[src/logic/obj_pkg.sv]
// Object entries are 8 words, unused words 5 and 6 are free for the host; offset MSB doubles as flip
package obj_pkg;

    // Object table geometry
    localparam int WORDS_PER_OBJ = 8;
    localparam int WIDX_W        = $clog2(WORDS_PER_OBJ);  // Word index bits

    // Word index within an entry
    localparam logic [WIDX_W-1:0] W_RANGE  = WIDX_W'(0);  // Top high byte, bottom low byte
    localparam logic [WIDX_W-1:0] W_XPOS   = WIDX_W'(1);  // Bits 8:0 used
    localparam logic [WIDX_W-1:0] W_PITCH  = WIDX_W'(2);  // Signed row step
    localparam logic [WIDX_W-1:0] W_OFFSET = WIDX_W'(3);  // Row offset on top line
    localparam logic [WIDX_W-1:0] W_ATTR   = WIDX_W'(4);  // Pal 13:8, bank 5:4, prio 1:0
    localparam logic [WIDX_W-1:0] W_WORK   = WIDX_W'(7);  // Running offset, scanner owned

    // Bottom byte above this ends the list
    localparam logic [7:0] END_MARK  = 8'hF0;
    // Last visible line, scanner idles beyond it
    localparam logic [7:0] LAST_LINE = 8'd223;

    // Offset word, summed as a number or split into flip and address
    typedef union packed {
        logic [15:0] word;      // Plain view for pitch add
        struct packed {
            logic        flip;  // Horizontal flip
            logic [14:0] addr;  // Graphics word address
        } f;
    } obj_offset_u;

endpackage
[src/logic/obj_draw.sv]
// Fixed 16-pixel width, 4bpp; pixels past x 511 are dropped, no wrap to the left edge
module obj_draw #(
    parameter int GFX_AW = 12
) (
    input  logic                  clk,
    input  logic                  rst,
    // Command from scanner
    input  logic                  dr_start,
    input  logic [8:0]            dr_xpos,
    input  obj_pkg::obj_offset_u  dr_offset,
    input  logic [1:0]            dr_bank,
    input  logic [1:0]            dr_prio,
    input  logic [5:0]            dr_pal,
    output logic                  dr_busy,
    // Graphics RAM
    output logic [GFX_AW-1:0]     gfx_addr,
    input  logic [15:0]           gfx_dout,
    // Pixel writes
    output logic                  px_we,
    output logic [8:0]            px_x,
    output logic [3:0]            px_color,
    output logic [5:0]            px_pal,
    output logic [1:0]            px_prio
);

    localparam logic [2:0] ST_IDLE = 3'd0;
    localparam logic [2:0] ST_ADDR = 3'd1;  // First word on the bus
    localparam logic [2:0] ST_LOAD = 3'd2;  // First word arrives
    localparam logic [2:0] ST_EMIT = 3'd3;  // One pixel per cycle
    localparam logic [2:0] ST_DONE = 3'd4;  // Last pixel write in flight

    logic [2:0]        st;
    logic [3:0]        cnt;       // Pixel count
    logic [GFX_AW-1:0] addr_q;
    logic [GFX_AW-1:0] base_addr;
    logic [GFX_AW-1:0] addr_next;
    logic [15:0]       sr;        // Pixel shifter
    logic [9:0]        x;         // Extra bit flags off-line
    logic              flip;
    logic [5:0]        pal;
    logic [1:0]        prio;
    logic [3:0]        nib;

    assign dr_busy   = (st != ST_IDLE);
    assign gfx_addr  = addr_q;
    // Flipped rows start at the last word and walk down
    assign base_addr = {dr_bank, dr_offset.f.addr[GFX_AW-3:0]}
                     + (dr_offset.f.flip ? GFX_AW'(3) : GFX_AW'(0));
    assign addr_next = flip ? addr_q - 1'b1 : addr_q + 1'b1;
    assign nib       = flip ? sr[3:0] : sr[15:12];  // Leftmost pixel is high nibble

    always_ff @(posedge clk or posedge rst) begin
        if (rst) begin
            st    <= ST_IDLE;
            cnt   <= '0;
            px_we <= 1'b0;
        end else begin
            px_we <= 1'b0;
            case (st)
                ST_IDLE: begin
                    if (dr_start) begin
                        cnt <= '0;
                        st  <= ST_ADDR;
                    end
                end
                ST_ADDR: st <= ST_LOAD;
                ST_LOAD: st <= ST_EMIT;
                ST_EMIT: begin
                    px_we <= (nib != 4'd0) && !x[9];  // Skip transparent and off-line
                    cnt   <= cnt + 1'b1;
                    if (cnt == 4'd15) begin
                        st <= ST_DONE;
                    end
                end
                ST_DONE: st <= ST_IDLE;
                default: st <= ST_IDLE;
            endcase
        end
    end

    always_ff @(posedge clk) begin
        case (st)
            ST_IDLE: begin
                if (dr_start) begin
                    addr_q <= base_addr;
                    flip   <= dr_offset.f.flip;
                    x      <= {1'b0, dr_xpos};
                    pal    <= dr_pal;
                    prio   <= dr_prio;
                end
            end
            ST_LOAD: begin
                sr     <= gfx_dout;
                addr_q <= addr_next;  // Next word fetched during 4 pixels
            end
            ST_EMIT: begin
                px_x     <= x[8:0];
                px_color <= nib;
                px_pal   <= pal;
                px_prio  <= prio;
                x        <= x + 1'b1;
                if (cnt[1:0] == 2'd3) begin
                    sr     <= gfx_dout;  // Word boundary
                    addr_q <= addr_next;
                end else begin
                    sr <= flip ? sr >> 4 : sr << 4;
                end
            end
            default: ;
        endcase
    end

endmodule

[config.mk]
export PLATFORM = sky130hd
export DESIGN_NAME = obj_draw
export DESIGN_NICKNAME = d
export VERILOG_FILES = /design/src/logic/obj_pkg.sv /design/src/logic/obj_draw.sv
export SDC_FILE = /design/constraint.sdc
export NUM_CORES = 1
export LEC_CHECK = 0
export ABC_AREA = 1
export ABC_CLOCK_PERIOD_IN_PS = 2530
export BUFFER_PORTS_ARGS = -buffer_cell sky130_fd_sc_hd__buf_2
export CAP_MARGIN = 10
export CORE_ASPECT_RATIO = 1.5
export CORE_UTILIZATION = 55
export DETAILED_ROUTE_END_ITERATION = 12
export PLACE_DENSITY = 0.91
export REMOVE_ABC_BUFFERS = 1
export SLEW_MARGIN = 5
export SYNTH_ARGS = -nofsm -noshare
export SYNTH_HDL_FRONTEND = slang
export SYNTH_SLANG_ARGS = --single-unit
[constraint.sdc]
create_clock -name clk -period 2.53 [get_ports clk]
set_clock_uncertainty 0.05 [all_clocks]
set_input_delay 0.3795 -clock clk [delete_from_list [all_inputs] [get_ports clk]]
set_output_delay 0.3795 -clock clk [all_outputs]
set_load 0.02 [all_outputs]
==> results.yml <==
detailed_routing:
  dr.pass1.iters: 5
  drt-total-wl_mm: 8.35
  drc_errors: 0
  vias: 3379
  ant_nets: 0
  initialDrtViolationCount: 227
  wl_per_cell_um: 13.2
  via_per_inst: 5.34
power_and_ir_drop:
  ir_drop_mv: 0.715
  static-leakage-power_nw: 2.22
  p_per_area_nw_per_um2: 1320
floorplan:
  io_pins: 89
  die-area_um2: 7690
  dieHeight_um: 107
  coreArea_um2: 6990
  row_count: 37
  die_x_um: 72.0
  start_util: 0.578
finish:
  final_util: 0.685
  drive_gt1_frac: 0.207
  final.fill_count: 536
  num_antenna_cells: 0
  area.growth.synth_to_final_pct: 18.7
  finalNetCount: 601
yosys:
  synth_compound_area_frac: 0.0524
  seq_area_frac_synth: 0.555
  synth.avg_cell_area_um2: 9.20
  synth.top_cell.area_share: 0.506
  synth_top_area_cell: "edfxtp_1"
  ys.flop_type: "edfxtp_1"
  synth_top_family_by_area: "simple AND/OR/NAND/NOR gates"
  ys_async_sr_fraction: 0.105
  synthMuxAreaShare: 0.00248
  ys_ff_latch: 76
  synth_edf_count: 68
  yosysMostFrequentCell: "nand2_1"
  synth_cells: 439
  syn_area_um2: 4040
  yosysWarnings: 0
  synthAdderAreaFrac: 0.0533
  synthSimpleGateAreaFrac: 0.251
  ys_top_cells_by_area: "edfxtp_1 51%, nand2_1 13%, dfrtp_1 5.0%, nand3_1 5.0%, ha_1 4.3%"
  synth_cell_types: 33
  synth-xor-area-share: 0.0260
  synthTopCellsByCount: "140 x nand2_1, 68 x edfxtp_1, 46 x inv_1"
timing:
  fin_crit_ns: 2.15
  setup_violations: 0
  relSlewSlack: 0.654
  period_share: 0.848
  holdWs_ns: 0.146
  max_freq_mhz: 466
  finalHoldViolCount: 0
  drv_slew: 0
  worstMarginPinSlew_ns: 0.518
  rsz0062_at_grt: "false"
worst_setup_path:
  cp-start-kind: "register"
  cp-end-kind: "register"
  arrival_ns: 2.21
  r2r-start: "flip"
  crit_type: "reg -> reg"
  r2r_end: "gfx_addr[7]"
  rrSetupSlack_ns: 0.38
  worstPathMaxFanout: 27
  worstPathRequired_ns: 2.59
  reg2regPathDepth: 9
global_routing:
  antenna_found_initial: 0
  grt_max_degree: 33
  overflow: 0
  grt_pass1_vias: 3297
  gr-usage-all-layers: 0.231
  grt_pass1_wl_mm: 13.6
placement:
  routabilityCongestion: 0.867
  port_buffers: 83
  dp.final_hpwl_mm: 6.09
cts:
  cts_buffers: 9
  post-cts-setup-buffer-count: 0
  clk_pin_slew_worst_paths_ns: 0.08
  holdBufCountCts: 1
  cts_tree: "yes"
  cts_sinks: 76
  ctsResizeCount: 0
  clockBufferDepth: 2
  clock_latency_ns: 0.35
  htree_levels: 3
  cts-root-buf: "clkbuf_8"
run:
  maxCapViolCount: 0
min_path:
  hp-class: "in -> reg"
  min_to: "pal[0]"
  hold_depth: 1
  holdCritStartpoint: "dr_pal[0]"
status:
  status: "complete, no violations"
routing by layer:
metal,track usage,vias up,part of all wire
met2,0.392,120,0.53
li1,-,1661,-
met4,0.148,0,0.037
met1,0.263,1569,0.39
met5,0,-,0
met3,0.0442,29,0.049
sequential cells by signal (all words and copies together) (netlist names):
name      flops
sr           16
gfx_addr     12
x            10
px_x          9
pal           6
px_pal        6
cnt           4
px_color      4
st            3
prio          2
px_prio       2
flip          1
px_we         1
cell families after synthesis:
logic type,Yosys count
AOI/OAI and AO/OA,38
and+or+nand+nor,237
buffers and inverters,59
muxes,1
xor gates and xnor gates,12
adders and majority gates,16
DFF,76
worst max-delay path: stages (launching register included):
cell      delay [ns]
edfxtp_1        0.40
buf_4           0.25
ha_1            0.39
nand2_1         0.13
nand3_1         0.20
nand2_1         0.14
nand2_1         0.06
nand2_1         0.05
nand3_1         0.07
and2_1          0.17
layout by cell type (no fill, tap or decap), types with 2 or more instances in the layout:
master / count
a21oi_1: 10
a31oi_1: 10
and2_1: 2
buf_2: 83
buf_4: 6
bufinv_16: 2
clkbuf_8: 9
clkinv_2: 2
dfrtp_1: 8
edfxtp_1: 68
fa_1: 2
ha_1: 14
inv_1: 46
inv_2: 3
nand2_1: 140
nand3_1: 40
nand3b_1: 2
nand4_1: 7
nor2_1: 36
nor3_1: 4
o21ai_0: 12
o22ai_1: 4
xnor2_1: 5
xor2_1: 7
worst max-delay path by stage:
stage / slack [ns] / end / from
finish: 0.38 / gfx_addr[7] / flip
global route: 0.23 / gfx_addr[11] / st[2]
CTS: 0.38 / gfx_addr[9] / st[1]
detailed placement: 0.25 / gfx_addr[10] / dr_offset[15]
global placement: 0.30 / gfx_addr[8] / dr_offset[15]
floorplan: -0.09 / gfx_addr[8] / flip
power by group:
part / total [W] / switching, W / leakage [nW] / internal, W
sequential: 0.00249 / 0.000303 / 0.746 / 0.00219
clock: 0.00101 / 0.000454 / 0.111 / 0.000557
combinational: 0.00282 / 0.00191 / 1.37 / 0.000914
through the flow:
step / setup TNS [ns] / setup WS (ns) / area, um^2 / power, W / instances
after floorplan: -0.101 / -0.0896 / 3980 / 0.00447 / 430
after global placement: 0 / 0.302 / 4570 / 0.00516 / 616
after detailed placement: 0 / 0.249 / 4570 / 0.00529 / 616
after CTS: 0 / 0.378 / 4790 / 0.00633 / 633
after global routing: 0 / 0.230 / 4790 / 0.00677 / 633
final: 0 / 0.384 / 4790 / 0.00632 / 633
cell type report:
class	instances	area, um^2	share of cell area
sequential	76	2240	0.468
tap	97	121	0.0253
timing repair buffer	90	470	0.0982
multi-input combinational	304	1550	0.324
inverter	50	188	0.0392
clock buffer	10	128	0.0266
clock inverter	6	87.6	0.0183
Note: power is estimated with default switching activity, not from simulation.
