**src/logic/obj_pkg.sv**
```systemverilog
// Object entries are 8 words, unused words 5 and 6 are free for the host; offset MSB doubles as flip
package obj_pkg;

    // Object table geometry
    localparam int WORDS_PER_OBJ = 8;
    localparam int WIDX_W        = $clog2(WORDS_PER_OBJ);  // Word index bits

    // Word index within an entry
    localparam logic [WIDX_W-1:0] W_RANGE  = WIDX_W'(0);  // Top high byte, bottom low byte
    localparam logic [WIDX_W-1:0] W_XPOS   = WIDX_W'(1);  // Bits 8:0 used
    localparam logic [WIDX_W-1:0] W_PITCH  = WIDX_W'(2);  // Signed row step
    localparam logic [WIDX_W-1:0] W_OFFSET = WIDX_W'(3);  // Row offset on top line
    localparam logic [WIDX_W-1:0] W_ATTR   = WIDX_W'(4);  // Pal 13:8, bank 5:4, prio 1:0
    localparam logic [WIDX_W-1:0] W_WORK   = WIDX_W'(7);  // Running offset, scanner owned

    // Bottom byte above this ends the list
    localparam logic [7:0] END_MARK  = 8'hF0;
    // Last visible line, scanner idles beyond it
    localparam logic [7:0] LAST_LINE = 8'd223;

    // Offset word, summed as a number or split into flip and address
    typedef union packed {
        logic [15:0] word;      // Plain view for pitch add
        struct packed {
            logic        flip;  // Horizontal flip
            logic [14:0] addr;  // Graphics word address
        } f;
    } obj_offset_u;

endpackage
```
**src/logic/obj_scan.sv**
```systemverilog
// Starts only on hstart at lines up to 223; an hstart arriving mid-walk is ignored, no overrun flag
module obj_scan #(
    parameter int OBJ_AW = 7
) (
    input  logic                               clk,
    input  logic                               rst,
    // Object table
    output logic [OBJ_AW+obj_pkg::WIDX_W-1:0]  tbl_addr,
    input  logic [15:0]                        tbl_dout,
    output logic [15:0]                        tbl_din,
    output logic                               tbl_we,
    // Draw command
    output logic                               dr_start,
    input  logic                               dr_busy,
    output logic [8:0]                         dr_xpos,
    output obj_pkg::obj_offset_u               dr_offset,
    output logic [1:0]                         dr_bank,
    output logic [1:0]                         dr_prio,
    output logic [5:0]                         dr_pal,
    // Video
    input  logic                               hstart,
    input  logic [8:0]                         vrender
);

    // FSM states, data for the word in idx shows up one state later
    localparam logic [3:0] ST_IDLE  = 4'd0;  // Presents obj 0 range
    localparam logic [3:0] ST_RANGE = 4'd1;  // Presents range after a skip
    localparam logic [3:0] ST_CHECK = 4'd2;  // Range arrives
    localparam logic [3:0] ST_GETX  = 4'd3;
    localparam logic [3:0] ST_GETP  = 4'd4;
    localparam logic [3:0] ST_GETO  = 4'd5;
    localparam logic [3:0] ST_GETA  = 4'd6;
    localparam logic [3:0] ST_WB    = 4'd7;  // Work word arrives and is rewritten
    localparam logic [3:0] ST_ISSUE = 4'd8;  // Waits for the drawer

    logic [3:0]                 st;
    logic [OBJ_AW-1:0]          cur_obj;
    logic [obj_pkg::WIDX_W-1:0] idx;
    logic [7:0]                 line;      // Line latched at hstart
    logic                       first;     // Object starts on this line
    logic                       last_obj;
    logic signed [15:0]         pitch;
    logic [15:0]                offset;
    obj_pkg::obj_offset_u       row_off;   // Offset used for this line
    logic                       hit;
    logic                       list_end;

    assign tbl_addr     = {cur_obj, idx};
    assign row_off.word = first ? offset : tbl_dout;
    assign tbl_din      = row_off.word + pitch;       // Next line's offset
    assign tbl_we       = (st == ST_WB);

    // Range word decode
    assign list_end = tbl_dout[7:0] > obj_pkg::END_MARK;
    assign hit      = (tbl_dout[15:8] <= line) && (tbl_dout[7:0] >= line);

    always_ff @(posedge clk or posedge rst) begin
        if (rst) begin
            st       <= ST_IDLE;
            cur_obj  <= '0;
            idx      <= obj_pkg::W_RANGE;
            dr_start <= 1'b0;
            last_obj <= 1'b0;
        end else begin
            dr_start <= 1'b0;
            case (st)
                ST_IDLE: begin
                    if (hstart && vrender <= {1'b0, obj_pkg::LAST_LINE}) begin
                        idx <= obj_pkg::W_XPOS;
                        st  <= ST_CHECK;
                    end
                end
                ST_RANGE: begin
                    idx <= obj_pkg::W_XPOS;
                    st  <= ST_CHECK;
                end
                ST_CHECK: begin
                    if (list_end || (!hit && &cur_obj)) begin
                        cur_obj <= '0;             // Done for this line
                        idx     <= obj_pkg::W_RANGE;
                        st      <= ST_IDLE;
                    end else if (!hit) begin
                        cur_obj <= cur_obj + 1'b1; // Skip it
                        idx     <= obj_pkg::W_RANGE;
                        st      <= ST_RANGE;
                    end else begin
                        idx <= obj_pkg::W_PITCH;
                        st  <= ST_GETX;
                    end
                end
                ST_GETX: begin
                    idx <= obj_pkg::W_OFFSET;
                    st  <= ST_GETP;
                end
                ST_GETP: begin
                    idx <= obj_pkg::W_ATTR;
                    st  <= ST_GETO;
                end
                ST_GETO: begin
                    idx <= obj_pkg::W_WORK;
                    st  <= ST_GETA;
                end
                ST_GETA: st <= ST_WB;             // idx stays on work word
                ST_WB: begin
                    last_obj <= &cur_obj;
                    cur_obj  <= cur_obj + 1'b1;    // Wraps to 0 after the last
                    idx      <= obj_pkg::W_RANGE;  // Next range read while waiting
                    st       <= ST_ISSUE;
                end
                ST_ISSUE: begin
                    if (!dr_busy) begin            // Back-pressure point
                        dr_start <= 1'b1;
                        idx      <= last_obj ? obj_pkg::W_RANGE : obj_pkg::W_XPOS;
                        st       <= last_obj ? ST_IDLE : ST_CHECK;
                    end
                end
                default: st <= ST_IDLE;
            endcase
        end
    end

    // Command payload, drawer has latched the old one before these change
    always_ff @(posedge clk) begin
        case (st)
            ST_IDLE:  line <= vrender[7:0];
            ST_CHECK: first <= (tbl_dout[15:8] == line);
            ST_GETX:  dr_xpos <= tbl_dout[8:0];
            ST_GETP:  pitch <= tbl_dout;
            ST_GETO:  offset <= tbl_dout;
            ST_GETA: begin
                dr_pal  <= tbl_dout[13:8];
                dr_bank <= tbl_dout[5:4];
                dr_prio <= tbl_dout[1:0];
            end
            ST_WB:    dr_offset <= row_off;
            default: ;
        endcase
    end

endmodule

```
**config.mk**
```make
export PLATFORM = sky130hd
export DESIGN_NAME = obj_scan
export DESIGN_NICKNAME = d
export VERILOG_FILES = /design/src/logic/obj_pkg.sv /design/src/logic/obj_scan.sv
export SDC_FILE = /design/constraint.sdc
export NUM_CORES = 1
export LEC_CHECK = 0
export BUFFER_PORTS_ARGS = -buffer_cell sky130_fd_sc_hd__buf_4
export CAP_MARGIN = 5
export CORE_MARGIN = 10
export CORE_UTILIZATION = 43
export DETAILED_ROUTE_END_ITERATION = 16
export PLACE_DENSITY = 0.76
export RECOVER_POWER = 50
export SLEW_MARGIN = 20
export SYNTH_ARGS = -nofsm -noshare
export SYNTH_HDL_FRONTEND = slang
export SYNTH_SLANG_ARGS = --single-unit
```
**constraint.sdc**
```tcl
create_clock -name clk -period 11.4 [get_ports clk]
set_input_delay 3.42 -clock clk [delete_from_list [all_inputs] [get_ports clk]]
set_output_delay 3.42 -clock clk [all_outputs]
set_load 0.03 [all_outputs]
```
==> results.ini <==
[setup_path]
crit_fanout=6
r2r_setup_slack_ns=8.38
crit_start=tbl_dout[0]
ff2ff_path_depth=2
rr_endpoint=offset[14]
critPathRequiredTime_ns=7.98
critPathKind=input port to output pin
start_kind=input port
crit_end=tbl_din[14]
rr_startpoint=st[2]
crit_path_end_kind=output pin
worst_ep_arrival_time_ns=6.13

[sta]
rsz0062_at_grt=no
period_needed_ns=9.545
maxSlewHeadroom=-0.4722
hold-worst-slack_ns=0.4845
setup_ws_ns=1.855
final_hold_viol_count=0
fin_skew_ns=0.01033
finalSetupViolCount=0
fmax_ghz=0.1048
fin_crit_sh=0.8373
slew_viol_final=28
tightestPinTransition_ns=2.204
setup_tns_ns=0

[die]
core_mm2=0.01028
die_w_um=122.3
die_h_um=122.3
die-area_mm2=0.01495
start_util=0.4375
boundaryPins=92
rows=37

[placement]
port_buffers=91
globalplace.congestion=0.8572
hpwl_um=7844
dp_slack_ns=1.972
dp_cells=572

[final_layout]
syn_to_final_growth_pct=21.20
n_antenna_cell=0
fill_cells=885
layoutNonFillerInstCount=588
multi_input_area_mm2=0.001689
seq_area_mm2=0.002683
nets=509
drive_gt1_frac=0.2434

[hold_path]
hold_class=flop to flop
min_from=idx[1]

[global_routing]
antenna_found_initial=0
grt_usage=0.1385
grt_pass1_vias=3122
grt_pass1_wl_um=16280
gr-total-overflow=0
grt_max_degree=19

[clock_tree]
cts_made_buffers=9
clk_pin_slew_ns=0.08
cts.sinks=92
cts.repair.resized=0
clock_latency_ns=0.36
cts_root_buf=clkbuf_8
htreeDepth=3
tritoncts=done
cts-hold-fix-buffers=0
post_cts_buffers=0
clockBufferDepth=2

[yosys]
ys_seq_area_frac=0.5965
ys_top_cells_by_count=edfxtp_1 (76), ha_1 (32), nand2_1 (23), o21ai_0 (23)
ys_warn_count=0
yosys.area.top_type_share=0.5075
yosysTopAreaCell=edfxtp_1
synthesis.nets=411
synth-main-ff-cell=edfxtp_1
ys_types=60
synth_area_leaders=edfxtp_1 (51%), dfrtp_1 (8.9%), ha_1 (8.9%), mux2_2 (3.3%), o21ai_0 (2.6%)
yosysMostFrequentCell=edfxtp_1
synth.cell_area_mm2=0.004497
synth_seq_cells=92
syn-mean-instance-area_um2=12.88
synthCells=349
synth-edff-count=76
synthArstFlopShare=0.1739

[route]
num_vias=3135
antenna_left=0
first_pass_iters=6
drt-total-wl_um=10150
vias_per_cell=5.332
drtIter0Drc=253
drc=0
routedWlPerCell_um=17.26

[pwr]
p_leak_nw=2.190
peakVddDrop_mv=0.1336
powerDensity_mw_per_mm2=268.7

[run]
maxCapViolations=2

[run_status]
outcome=finished with violations
violations=capacitance limit, slew limit

[final cells by class]
| class | instances | share of cell area |
|---|---|---|
| multi-input combinational | 228 | 0.3099 |
| tap | 136 | 0.03122 |
| timing repair buffer | 95 | 0.1171 |
| inverter | 21 | 0.01446 |
| clock buffer | 9 | 0.02273 |
| sequential | 92 | 0.4922 |
| clock inverter | 7 | 0.01240 |
[worst min path at each step]
stage                          end  slack (ns)  depth (start not counted)
after floorplan           last_obj        0.47                          2
final                       idx[1]        0.48                          2
after detailed placement    idx[1]        0.47                          2
after CTS                   idx[1]        0.49                          2
after global routing        idx[1]        0.53                          2
after global placement      idx[1]        0.46                          2
[cell usage in the layout (no fill, tap or decap), types with 4 or more instances in the layout]
master and n:
ha_1 32, nor3_1 9, o21ai_0 23, buf_4 68, clkbuf_4 7, mux2_2 13
clkbuf_1 20, edfxtp_1 76, a21oi_1 21, xor2_1 7, clkinv_2 4, nand2_1 23
xnor2_1 8, nand3_1 9, dfrtp_1 16, nor2b_1 5, inv_1 21, nor4_1 4
nor2_1 14, clkbuf_8 9
[through the flow]
step	instance area [um2]	util	total power [mW]
5_1_grt	5450	0.5303	1.563
3_5_place_dp	5353	0.5208	1.274
4_1_cts	5544	0.5394	1.487
6_report	5450	0.5303	1.464
3_3_place_gp	5353	0.5208	1.249
2_1_floorplan	4497	-	1.025
[metal layers]
| metal | up-vias | global-route usage | wire (um) |
|---|---|---|---|
| li1 | 1521 | - | - |
| met1 | 1475 | 0.1671 | 4208 |
| met2 | 123 | 0.2197 | 4801 |
| met3 | 16 | 0.04821 | 908 |
| met4 | 0 | 0.06333 | 232 |
| met5 | - | 0 | 0 |
[sequential cells by signal, summed over array words and instances (netlist names)]
signal and flops:
cur_obj 7, dr_bank 2, dr_offset 16, dr_pal 6
dr_prio 2, dr_start 1, dr_xpos 9, first 1
idx 3, last_obj 1, line 8, offset 16
pitch 16, st 4
[logic make-up after synthesis]
group	share of synthesized area
AO/OA/AOI/OAI	0.1113
XOR/XNOR	0.03422
adder cells (fa/ha/maj)	0.09349
buffers and inverters	0.02699
flip-flops	0.5965
multiplexers	0.03478
AND/OR/NAND/NOR	0.1027
[report_power, final]
part           switching [mW]  leakage (nW)  internal (mW)
Clock                   0.111         0.103          0.100
Combinational           0.455          1.19          0.269
Sequential             0.0626         0.897          0.467
[worst max-delay path: stages]
cell and delay, ns:
clkbuf_1 0.19, inv_1 0.08, o21ai_0 0.26, ha_1 0.27
inv_1 0.07, fa_1 0.41, nor2b_1 0.13, o21ai_0 0.11
a21boi_1 0.33, o311ai_0 0.26, a31oi_1 0.25, xor2_1 0.15
buf_4 0.17
(Power assumes the default switching activity.)
